<file path="src/verilog/sort_pkg.sv">
// Shared element width, stream beat and job descriptor types, and FSM states of the sorter
`default_nettype none

package sort_pkg;

    // Width of one unsigned element
    parameter int DATA_WIDTH = 32;

    // One element on a stream link; valid and ready travel as separate ports
    typedef struct packed {
        logic [DATA_WIDTH-1:0] data;
        logic                  last;
    } sort_beat_t;

    // Shape of one job as seen by the merging unit
    typedef struct packed {
        // Number of chunks minus one
        logic [15:0] n_chunks;
        // Size of the final chunk, zero when that chunk is full
        logic [15:0] last_chunk_size;
        logic        single;
    } job_desc_t;

    typedef enum logic [1:0] {
        chunk_collect,
        chunk_sort,
        chunk_drain
    } chunk_state_e;

    typedef enum logic [1:0] {
        merge_idle,
        merge_bypass,
        merge_merging,
        merge_update_sizes
    } merge_state_e;

endpackage

`default_nettype wire
</file>
<file path="src/verilog/sorter_top.sv">
// Streaming merge sorter top level joining the chunk sorter to the merging unit
`timescale 1ns/1ps
`default_nettype none

module sorter_top #(
    parameter int MAX_SORT_LENGTH = 32,
    parameter int BASE_CHUNK_SIZE = 8
) (
    input  logic                 clock,
    input  logic                 arst_n,
    input  sort_pkg::sort_beat_t in_beat,
    input  logic                 in_valid,
    output logic                 in_ready,
    output sort_pkg::sort_beat_t out_beat,
    output logic                 out_valid,
    input  logic                 out_ready
);

    sort_pkg::sort_beat_t chunk_beat;
    sort_pkg::job_desc_t  desc;

    logic chunk_valid;
    logic chunk_ready;
    logic desc_valid;
    logic desc_ready;

    chunk_sorter #(
        .MAX_SORT_LENGTH(MAX_SORT_LENGTH),
        .BASE_CHUNK_SIZE(BASE_CHUNK_SIZE)
    ) i_chunk_sorter (
        .clock(clock), .arst_n(arst_n),
        .in_beat(in_beat), .in_valid(in_valid), .in_ready(in_ready),
        .chunk_beat(chunk_beat), .chunk_valid(chunk_valid), .chunk_ready(chunk_ready),
        .desc(desc), .desc_valid(desc_valid), .desc_ready(desc_ready)
    );

    merging_unit #(
        .MAX_SORT_LENGTH(MAX_SORT_LENGTH),
        .BASE_CHUNK_SIZE(BASE_CHUNK_SIZE)
    ) i_merging_unit (
        .clock(clock), .arst_n(arst_n),
        .chunk_beat(chunk_beat), .chunk_valid(chunk_valid), .chunk_ready(chunk_ready),
        .desc(desc), .desc_valid(desc_valid), .desc_ready(desc_ready),
        .out_beat(out_beat), .out_valid(out_valid), .out_ready(out_ready)
    );

endmodule

`default_nettype wire

</file>
<file path="src/verilog/merging_unit.sv">
// Merging unit that stacks sorted chunks in a result FIFO and merges each new chunk into it
`timescale 1ns/1ps
`default_nettype none

module merging_unit #(
    parameter int MAX_SORT_LENGTH = 32,
    parameter int BASE_CHUNK_SIZE = 8
) (
    input  logic                 clock,
    input  logic                 arst_n,
    input  sort_pkg::sort_beat_t chunk_beat,
    input  logic                 chunk_valid,
    output logic                 chunk_ready,
    input  sort_pkg::job_desc_t  desc,
    input  logic                 desc_valid,
    output logic                 desc_ready,
    output sort_pkg::sort_beat_t out_beat,
    output logic                 out_valid,
    input  logic                 out_ready
);

    sort_pkg::merge_state_e state;

    sort_pkg::sort_beat_t fin_beat;
    sort_pkg::sort_beat_t fb_beat;
    sort_pkg::sort_beat_t merge_beat;
    sort_pkg::sort_beat_t res_in_beat;

    logic fin_valid, fin_ready;
    logic fb_valid, fb_ready;
    logic merge_valid, merge_ready;
    logic res_in_valid, res_in_ready;
    logic core_b_ready;
    logic core_start;
    logic merge_done;
    logic select_bypass;
    logic output_selector;
    logic bypass_ready;

    logic        single_job;
    logic [15:0] chunks_to_merge;
    logic [15:0] last_size;
    logic [15:0] input_chunk_size;
    logic [15:0] result_size;

    stream_fifo #(.DEPTH(MAX_SORT_LENGTH)) input_fifo (
        .clock(clock), .arst_n(arst_n),
        .in_beat(chunk_beat), .in_valid(chunk_valid), .in_ready(chunk_ready),
        .out_beat(fin_beat), .out_valid(fin_valid), .out_ready(fin_ready)
    );

    stream_fifo #(.DEPTH(MAX_SORT_LENGTH)) result_fifo (
        .clock(clock), .arst_n(arst_n),
        .in_beat(res_in_beat), .in_valid(res_in_valid), .in_ready(res_in_ready),
        .out_beat(fb_beat), .out_valid(fb_valid), .out_ready(fb_ready)
    );

    merging_core #(.MAX_SORT_LENGTH(MAX_SORT_LENGTH)) i_merge_core (
        .clock(clock), .arst_n(arst_n), .start(core_start),
        .chunk_a_size(result_size), .chunk_b_size(input_chunk_size),
        .a_beat(fb_beat), .a_valid(fb_valid), .a_ready(fb_ready),
        .b_beat(fin_beat), .b_valid(fin_valid && !select_bypass), .b_ready(core_b_ready),
        .out_beat(merge_beat), .out_valid(merge_valid), .out_ready(merge_ready),
        .merge_done(merge_done)
    );

    // The final merge of a job goes to the output, earlier ones back into result_fifo
    assign select_bypass   = state == sort_pkg::merge_bypass;
    assign output_selector = chunks_to_merge == 16'd1;
    assign desc_ready      = state == sort_pkg::merge_idle;

    assign bypass_ready = single_job ? out_ready : res_in_ready;
    assign fin_ready    = select_bypass ? bypass_ready : core_b_ready;
    assign merge_ready  = output_selector ? out_ready : res_in_ready;

    assign res_in_beat  = select_bypass ? fin_beat : merge_beat;
    assign res_in_valid = select_bypass ? (fin_valid && !single_job) :
                          (merge_valid && !output_selector);

    assign out_beat  = select_bypass ? fin_beat : merge_beat;
    assign out_valid = select_bypass ? (fin_valid && single_job) :
                       (merge_valid && output_selector);

    always_ff @(posedge clock or negedge arst_n) begin
        if (!arst_n) begin
            state            <= sort_pkg::merge_idle;
            core_start       <= 1'b0;
            single_job       <= 1'b0;
            chunks_to_merge  <= '0;
            last_size        <= '0;
            input_chunk_size <= '0;
            result_size      <= '0;
        end else begin
            core_start <= 1'b0;
            case (state)
                sort_pkg::merge_idle: begin
                    if (desc_valid) begin
                        single_job       <= desc.single;
                        chunks_to_merge  <= desc.n_chunks;
                        last_size        <= desc.last_chunk_size;
                        result_size      <= 16'(BASE_CHUNK_SIZE);
                        input_chunk_size <= 16'(BASE_CHUNK_SIZE);
                        if (desc.n_chunks == 16'd1 && desc.last_chunk_size != '0) begin
                            input_chunk_size <= desc.last_chunk_size;
                        end
                        state <= sort_pkg::merge_bypass;
                    end
                end
                sort_pkg::merge_bypass: begin
                    // The first chunk ends on its last flag
                    if (fin_valid && fin_ready && fin_beat.last) begin
                        if (single_job) begin
                            state <= sort_pkg::merge_idle;
                        end else begin
                            core_start <= 1'b1;
                            state      <= sort_pkg::merge_merging;
                        end
                    end
                end
                sort_pkg::merge_merging: begin
                    if (merge_done) begin
                        chunks_to_merge <= chunks_to_merge - 1'b1;
                        state           <= sort_pkg::merge_update_sizes;
                    end
                end
                default: begin
                    result_size <= result_size + input_chunk_size;
                    if (chunks_to_merge == 16'd1 && last_size != '0) begin
                        input_chunk_size <= last_size;
                    end
                    if (chunks_to_merge == '0) begin
                        state <= sort_pkg::merge_idle;
                    end else begin
                        core_start <= 1'b1;
                        state      <= sort_pkg::merge_merging;
                    end
                end
            endcase
        end
    end

endmodule

`default_nettype wire

</file>
<file path="src/verilog/merging_core.sv">
// Merge core that joins two sorted streams of known lengths into one ascending stream
`timescale 1ns/1ps
`default_nettype none

module merging_core #(
    parameter int MAX_SORT_LENGTH = 32
) (
    input  logic                 clock,
    input  logic                 arst_n,
    input  logic                 start,
    input  logic [15:0]          chunk_a_size,
    input  logic [15:0]          chunk_b_size,
    input  sort_pkg::sort_beat_t a_beat,
    input  logic                 a_valid,
    output logic                 a_ready,
    input  sort_pkg::sort_beat_t b_beat,
    input  logic                 b_valid,
    output logic                 b_ready,
    output sort_pkg::sort_beat_t out_beat,
    output logic                 out_valid,
    input  logic                 out_ready,
    output logic                 merge_done
);

    localparam int CNT_W = $clog2(MAX_SORT_LENGTH + 1);

    logic [CNT_W-1:0] rem_a;
    logic [CNT_W-1:0] rem_b;
    logic [CNT_W:0]   total;
    logic             active;
    logic             a_left;
    logic             b_left;
    logic             sel_a;
    logic             out_fire;
    logic             final_beat;

    assign a_left     = rem_a != '0;
    assign b_left     = rem_b != '0;
    assign total      = {1'b0, rem_a} + {1'b0, rem_b};
    assign final_beat = total == (CNT_W + 1)'(1);

    // Both heads must be present to compare, and ties go to stream A
    always_comb begin
        if (a_left && b_left) begin
            out_valid = active && a_valid && b_valid;
            sel_a     = a_beat.data <= b_beat.data;
        end else if (a_left) begin
            out_valid = active && a_valid;
            sel_a     = 1'b1;
        end else begin
            out_valid = active && b_left && b_valid;
            sel_a     = 1'b0;
        end
    end

    assign out_beat.data = sel_a ? a_beat.data : b_beat.data;
    assign out_beat.last = final_beat;

    assign out_fire = out_valid && out_ready;
    assign a_ready  = out_fire && sel_a;
    assign b_ready  = out_fire && !sel_a;

    always_ff @(posedge clock or negedge arst_n) begin
        if (!arst_n) begin
            rem_a      <= '0;
            rem_b      <= '0;
            active     <= 1'b0;
            merge_done <= 1'b0;
        end else begin
            merge_done <= out_fire && final_beat;
            if (start) begin
                rem_a  <= chunk_a_size[CNT_W-1:0];
                rem_b  <= chunk_b_size[CNT_W-1:0];
                active <= 1'b1;
            end else if (out_fire) begin
                if (sel_a) begin
                    rem_a <= rem_a - 1'b1;
                end else begin
                    rem_b <= rem_b - 1'b1;
                end
                if (final_beat) begin
                    active <= 1'b0;
                end
            end
        end
    end

endmodule

`default_nettype wire

</file>
<file path="src/verilog/chunk_sorter.sv">
// Chunk sorter that sorts base chunks by odd-even transposition and builds the job descriptor
`timescale 1ns/1ps
`default_nettype none

module chunk_sorter #(
    parameter int MAX_SORT_LENGTH = 32,
    parameter int BASE_CHUNK_SIZE = 8
) (
    input  logic                 clock,
    input  logic                 arst_n,
    input  sort_pkg::sort_beat_t in_beat,
    input  logic                 in_valid,
    output logic                 in_ready,
    output sort_pkg::sort_beat_t chunk_beat,
    output logic                 chunk_valid,
    input  logic                 chunk_ready,
    output sort_pkg::job_desc_t  desc,
    output logic                 desc_valid,
    input  logic                 desc_ready
);

    localparam int IDX_W   = $clog2(BASE_CHUNK_SIZE);
    localparam int CHUNK_W = $clog2(MAX_SORT_LENGTH / BASE_CHUNK_SIZE + 1);

    sort_pkg::chunk_state_e state;

    logic [sort_pkg::DATA_WIDTH-1:0] arr [BASE_CHUNK_SIZE];
    logic [sort_pkg::DATA_WIDTH-1:0] sorted_next [BASE_CHUNK_SIZE];

    logic [IDX_W-1:0]   cnt;
    logic [IDX_W:0]     chunk_len;
    logic [IDX_W-1:0]   pass_cnt;
    logic [IDX_W-1:0]   drain_idx;
    logic [CHUNK_W-1:0] chunk_count;
    logic               in_fire;
    logic               chunk_end;
    logic               drain_fire;

    // A pending descriptor holds off the next job until the merging unit takes it
    assign in_ready  = (state == sort_pkg::chunk_collect) && !desc_valid;
    assign in_fire   = in_valid && in_ready;
    assign chunk_end = in_beat.last || (cnt == IDX_W'(BASE_CHUNK_SIZE - 1));

    assign chunk_valid     = state == sort_pkg::chunk_drain;
    assign chunk_beat.data = arr[drain_idx];
    assign chunk_beat.last = {1'b0, drain_idx} == chunk_len - 1'b1;
    assign drain_fire      = chunk_valid && chunk_ready;

    // One transposition pass compares even pairs on even passes and odd pairs on odd passes
    always_comb begin
        sorted_next = arr;
        for (int i = 0; i < BASE_CHUNK_SIZE - 1; i++) begin
            if ((i % 2) == int'(pass_cnt[0]) && arr[i] > arr[i+1]) begin
                sorted_next[i]   = arr[i+1];
                sorted_next[i+1] = arr[i];
            end
        end
    end

    always_ff @(posedge clock) begin
        if (in_fire) begin
            // Slots above the write position hold the maximum so they sink to the end
            for (int i = 0; i < BASE_CHUNK_SIZE; i++) begin
                if (i > int'(cnt)) begin
                    arr[i] <= '1;
                end
            end
            arr[cnt] <= in_beat.data;
            if (in_beat.last) begin
                desc.n_chunks        <= 16'(chunk_count);
                desc.last_chunk_size <= (cnt == IDX_W'(BASE_CHUNK_SIZE - 1)) ?
                                        16'd0 : 16'(cnt) + 16'd1;
                desc.single          <= chunk_count == '0;
            end
        end else if (state == sort_pkg::chunk_sort) begin
            arr <= sorted_next;
        end
    end

    always_ff @(posedge clock or negedge arst_n) begin
        if (!arst_n) begin
            state       <= sort_pkg::chunk_collect;
            cnt         <= '0;
            chunk_len   <= '0;
            pass_cnt    <= '0;
            drain_idx   <= '0;
            chunk_count <= '0;
            desc_valid  <= 1'b0;
        end else begin
            if (desc_valid && desc_ready) begin
                desc_valid <= 1'b0;
            end
            case (state)
                sort_pkg::chunk_collect: begin
                    if (in_fire) begin
                        cnt <= cnt + 1'b1;
                        if (chunk_end) begin
                            chunk_len <= {1'b0, cnt} + 1'b1;
                            pass_cnt  <= '0;
                            state     <= sort_pkg::chunk_sort;
                        end
                        if (in_beat.last) begin
                            desc_valid  <= 1'b1;
                            chunk_count <= '0;
                        end else if (chunk_end) begin
                            chunk_count <= chunk_count + 1'b1;
                        end
                    end
                end
                sort_pkg::chunk_sort: begin
                    pass_cnt <= pass_cnt + 1'b1;
                    if (pass_cnt == IDX_W'(BASE_CHUNK_SIZE - 1)) begin
                        drain_idx <= '0;
                        state     <= sort_pkg::chunk_drain;
                    end
                end
                default: begin
                    if (drain_fire) begin
                        drain_idx <= drain_idx + 1'b1;
                        if (chunk_beat.last) begin
                            cnt   <= '0;
                            state <= sort_pkg::chunk_collect;
                        end
                    end
                end
            endcase
        end
    end

endmodule

`default_nettype wire

</file>
<file path="src/verilog/stream_fifo.sv">
// Synchronous valid/ready FIFO for stream beats built on a circular buffer
`timescale 1ns/1ps
`default_nettype none

module stream_fifo #(
    parameter int DEPTH = 32
) (
    input  logic                clock,
    input  logic                arst_n,
    input  sort_pkg::sort_beat_t in_beat,
    input  logic                in_valid,
    output logic                in_ready,
    output sort_pkg::sort_beat_t out_beat,
    output logic                out_valid,
    input  logic                out_ready
);

    localparam int PTR_W = (DEPTH > 1) ? $clog2(DEPTH) : 1;
    localparam int CNT_W = $clog2(DEPTH + 1);

    sort_pkg::sort_beat_t mem [DEPTH];

    logic [PTR_W-1:0] wr_ptr;
    logic [PTR_W-1:0] rd_ptr;
    logic [CNT_W-1:0] count;
    logic             push;
    logic             pop;

    assign in_ready  = count != CNT_W'(DEPTH);
    assign out_valid = count != '0;
    assign out_beat  = mem[rd_ptr];

    assign push = in_valid && in_ready;
    assign pop  = out_valid && out_ready;

    always_ff @(posedge clock) begin
        if (push) begin
            mem[wr_ptr] <= in_beat;
        end
    end

    always_ff @(posedge clock or negedge arst_n) begin
        if (!arst_n) begin
            wr_ptr <= '0;
            rd_ptr <= '0;
            count  <= '0;
        end else begin
            if (push) begin
                wr_ptr <= (wr_ptr == PTR_W'(DEPTH - 1)) ? '0 : wr_ptr + 1'b1;
            end
            if (pop) begin
                rd_ptr <= (rd_ptr == PTR_W'(DEPTH - 1)) ? '0 : rd_ptr + 1'b1;
            end
            // A simultaneous push and pop leaves the occupancy unchanged
            if (push && !pop) begin
                count <= count + 1'b1;
            end else if (pop && !push) begin
                count <= count - 1'b1;
            end
        end
    end

endmodule

`default_nettype wire

</file>
<file path="config.mk">
export PLATFORM = sky130hd
export DESIGN_NAME = sorter_top
export DESIGN_NICKNAME = d
export VERILOG_FILES = /design/src/verilog/sort_pkg.sv /design/src/verilog/sorter_top.sv /design/src/verilog/merging_unit.sv /design/src/verilog/merging_core.sv /design/src/verilog/chunk_sorter.sv /design/src/verilog/stream_fifo.sv
export SDC_FILE = /design/constraint.sdc
export NUM_CORES = 2
export LEC_CHECK = 0
export BUFFER_PORTS_ARGS = -buffer_cell sky130_fd_sc_hd__buf_2
export CELL_PAD_IN_SITES_DETAIL_PLACEMENT = 0
export CELL_PAD_IN_SITES_GLOBAL_PLACEMENT = 1
export CORE_UTILIZATION = 50
export CTS_CLUSTER_SIZE = 10
export DETAILED_ROUTE_END_ITERATION = 10
export PLACE_DENSITY = 0.83
export SLEW_MARGIN = 20
export SYNTH_ARGS = -nofsm -noshare
export SYNTH_HDL_FRONTEND = slang
export SYNTH_SLANG_ARGS = --single-unit
</file>
<file path="constraint.sdc">
create_clock -name clock -period 8 [get_ports clock]
set_input_delay 2.4 -clock clock [delete_from_list [all_inputs] [get_ports clock]]
set_output_delay 2.4 -clock clock [all_outputs]
set_load 0.05 [all_outputs]
</file>
==> results.cfg <==
[layout]
finalInstanceArea_um2 = 124000
seq_area_um2 = 72900
fin_util_pct = 58.7
layoutNonFillerInstCount = 9328
multi_input_area_um2 = 32600
layout-area-overhead-vs-synth_pct = 16.8
filler_cell_count = 14700
layout.nets = 6780
drive_above_1_share_pct = 28.7

[min_path]
holdPathEnd = i_merging_unit.chunks_to_merge[1]$_DFFE_PN0P_
hold-path-cell-count = 2
hold_class = flop to flop
hold_start = i_merging_unit.chunks_to_merge[1]$_DFFE_PN0P_

[drt]
via_per_inst = 6.80
drc = 0
postRouteWirelength_um = 334000
final_antenna_net_count = 0
num_vias = 63400
first_pass_iters = 6
drt_iter0_drc = 9165
wl_per_cell_um = 35.8

[floorplan]
die_y_um = 463
dieArea_um2 = 215000
initial_utilization_pct = 50.3
io_pins = 72
rows = 169
core_um2 = 212000
dieWidth_um = 463

[synth]
synth_top_cell_area_share_pct = 66.1
syn_avg_cell_area_um2 = 18.0
yosysTopAreaCell = edfxtp_1
yosysMostFrequentCell = edfxtp_1
synth-main-ff-cell = edfxtp_1
synth_cell_types = 80
synth_seq_cells = 2443
synth_edf_count = 2344
ys_seq_area_share_pct = 68.4
synth_common_cells = edfxtp_1, mux4_2, a21oi_1
netlist_area_um2 = 106000
synth_area_leaders = edfxtp_1, mux4_2, ha_1, dfrtp_1, a21oi_1
netlist_instances = 5930
syn-num-nets = 6279
synthArstFlopShare_pct = 4.05
yosysWarningCount = 0

[cts]
htreeDepth = 5
cts.hold.buffers_added = 0
cts_root_buffer = clkbuf_16
clk-insertion-delay-late_ns = 0.98
numCtsBuffers = 299
clkTransAtPathRegs_ns = 0.06
cts_buffer_depth = 4
clock_sinks = 2443
tritoncts = done

[timing]
slew_violations = 0
skew_ns = 0.106
setup_viol_count_final = 32
worst_pin_slew_ns = 1.19
rsz0062_at_grt = true
setup_ws_ns = -0.799
relSlewSlack_pct = 19.8
period_needed_ns = 8.80
fin_crit_sh_pct = 110
fmax_mhz = 114
finalHoldViolCount = 0

[worst_setup_path]
reg2reg_from = i_merging_unit.result_fifo.rd_ptr[0]$_DFFE_PN0P_
start_kind = flop
cp.required_ns = 5.60
r2r_cells = 27
r2r_setup_slack_ns = 1.10
slowest_delay_ns = 0.58
cp_slowest_cell = mux4_2
cp-end-kind = output pin
critPathKind = flop to output pin
critPathMaxFanout = 12
crit_top_cell = buf_12
r2r_end = i_merging_unit.input_fifo.count[5]$_DFFE_PN0P_
crit_chain = buf_4 -> buf_6 -> buf_16 -> mux4_2 -> mux4_2 -> mux2i_4 -> inv_1 -> ha_4 -> nand4_1 -> nor4_4 -> buf_4 -> a21o_1 -> o211a_1 -> nor2b_4 -> buf_12 -> buf_12 -> mux2i_2 -> buf_12
worstPathArrival_ns = 6.40

[outcome]
failed_checks = setup timing
status = finished with violations

[placement]
dp_cells = 8719
dpl-instance-area_um2 = 112000
dpl.hpwl_um = 165000
gp_congestion = 0.870
portBuffers = 71

[grt]
grt_pass1_wl_um = 461000
grt_pass1_vias = 63400
grt_max_degree = 82
antenna_found_initial = 3
grt_overflow = 0
globalRouteTotalUtil_pct = 29.9

[run]
maxCapViolCount = 0
==> routing by layer <==
layer	vias to the layer above	GRT usage [%]	routed length, um
met5	-	0	13
met2	5110	49.8	164000
met3	1206	6.50	39100
met1	32200	36.9	110000
li1	24900	-	-
met4	2	15.6	21700
==> cell usage in the layout (no fill, tap or decap), types with 20 or more instances in the layout <==
master,count
ha_1,286
a21o_1,38
mux2_2,43
buf_6,37
o21ai_0,140
nor2_4,63
nor2_1,78
a221o_1,102
buf_12,60
buf_2,38
ha_4,20
clkbuf_16,310
clkbuf_1,48
dfrtp_1,84
nand2_1,213
nor3_1,24
nand3_1,101
o21a_1,50
nor2b_1,20
a21oi_1,439
buf_4,368
buf_16,40
inv_1,332
nand4_1,46
mux2i_1,64
edfxtp_1,2344
mux2i_4,56
xnor2_1,23
mux4_2,714
==> critical path: cells and delay by family, from the launching register on <==
kind / cells / cell delay (ns)
AND/OR/NAND/NOR: 3 / 1.18
AO/OA/AOI/OAI: 2 / 0.37
flip-flops: 1 / 0.51
multiplexers: 4 / 1.72
buffers and inverters: 8 / 1.31
adder cells (fa/ha/maj): 1 / 0.30
==> what timing repair did <==
item | in CTS | in global routing
endpoints found under the setup margin | 32 | 32
gates resized for setup | 210 | 63
buffers inserted | 117 | 81
gates cloned | 31 | 7
pin swaps | 23 | 20
==> layout make-up <==
| cell class | instances | area share [%] |
|---|---|---|
| clock inverters | 19 | 0.138 |
| well taps | 2821 | 2.84 |
| diodes | 4 | 0.00805 |
| inverters | 339 | 1.02 |
| repair buffers | 558 | 4.85 |
| flip-flops and latches | 2443 | 58.6 |
| multi-input cells | 2790 | 26.2 |
| clock buffers | 354 | 6.28 |
==> how the worst max path moves through the flow <==
stage                                                           from  depth (start not counted)            to
floorplan           i_merging_unit.result_fifo.rd_ptr[0]$_DFFE_PN0P_                         17  out_beat[24]
global placement    i_merging_unit.result_fifo.rd_ptr[0]$_DFFE_PN0P_                         14  out_beat[32]
detailed placement  i_merging_unit.result_fifo.rd_ptr[0]$_DFFE_PN0P_                         14  out_beat[32]
CTS                 i_merging_unit.result_fifo.rd_ptr[0]$_DFFE_PN0P_                         22  out_beat[14]
global route        i_merging_unit.result_fifo.rd_ptr[0]$_DFFE_PN0P_                         18  out_beat[24]
finish              i_merging_unit.result_fifo.rd_ptr[0]$_DFFE_PN0P_                         18  out_beat[24]
==> cell families (layout without fill, tap and decap cells) <==
family | after synthesis | after routing | synth area share [%]
AOI/OAI and AO/OA | 887 | 887 | 5.15
xor gates and xnor gates | 41 | 41 | 0.337
adders and majority gates | 312 | 312 | 3.69
buffers and inverters | 697 | 1270 | 2.58
DFF | 2443 | 2443 | 68.4
muxes | 893 | 893 | 16.9
other | 0 | 4 | 0
and+or+nand+nor | 657 | 657 | 2.96
==> through the flow <==
step / hold slack, ns / worst slack (ns) / TNS [ns]
floorplan: 0.450 / -0.497 / -11.47
global placement: 0.464 / 0.380 / 0
detailed placement: 0.486 / 0.382 / 0
CTS: 0.497 / -0.190 / -4.51
global route: 0.509 / -0.838 / -23.96
finish: 0.496 / -0.799 / -22.60
==> registers in the layout, indices dropped and copies added (netlist names), 2 cells and up <==
register / count
i_merging_unit.input_chunk_size: 4
i_merging_unit.chunks_to_merge: 16
i_merging_unit.input_fifo.rd_ptr: 5
i_merging_unit.result_fifo.rd_ptr: 5
i_merging_unit.last_size: 4
i_merging_unit.result_fifo.count: 6
i_chunk_sorter.chunk_count: 3
i_chunk_sorter.arr: 256
i_merging_unit.result_fifo.mem: 1024
i_merging_unit.result_fifo.wr_ptr: 5
i_merging_unit.input_fifo.wr_ptr: 5
i_merging_unit.i_merge_core.rem_a: 6
i_chunk_sorter.drain_idx: 3
i_chunk_sorter.state: 2
i_chunk_sorter.desc: 8
i_merging_unit.input_fifo.count: 6
i_merging_unit.result_size: 6
i_chunk_sorter.cnt: 3
i_chunk_sorter.pass_cnt: 3
i_merging_unit.state: 2
i_chunk_sorter.chunk_len: 4
i_merging_unit.input_fifo.mem: 1056
i_merging_unit.i_merge_core.rem_b: 6
Power is left out: the tool's default activity adds up to more than one toggle a clock period on the data nets, which glitch-free logic cannot reach.
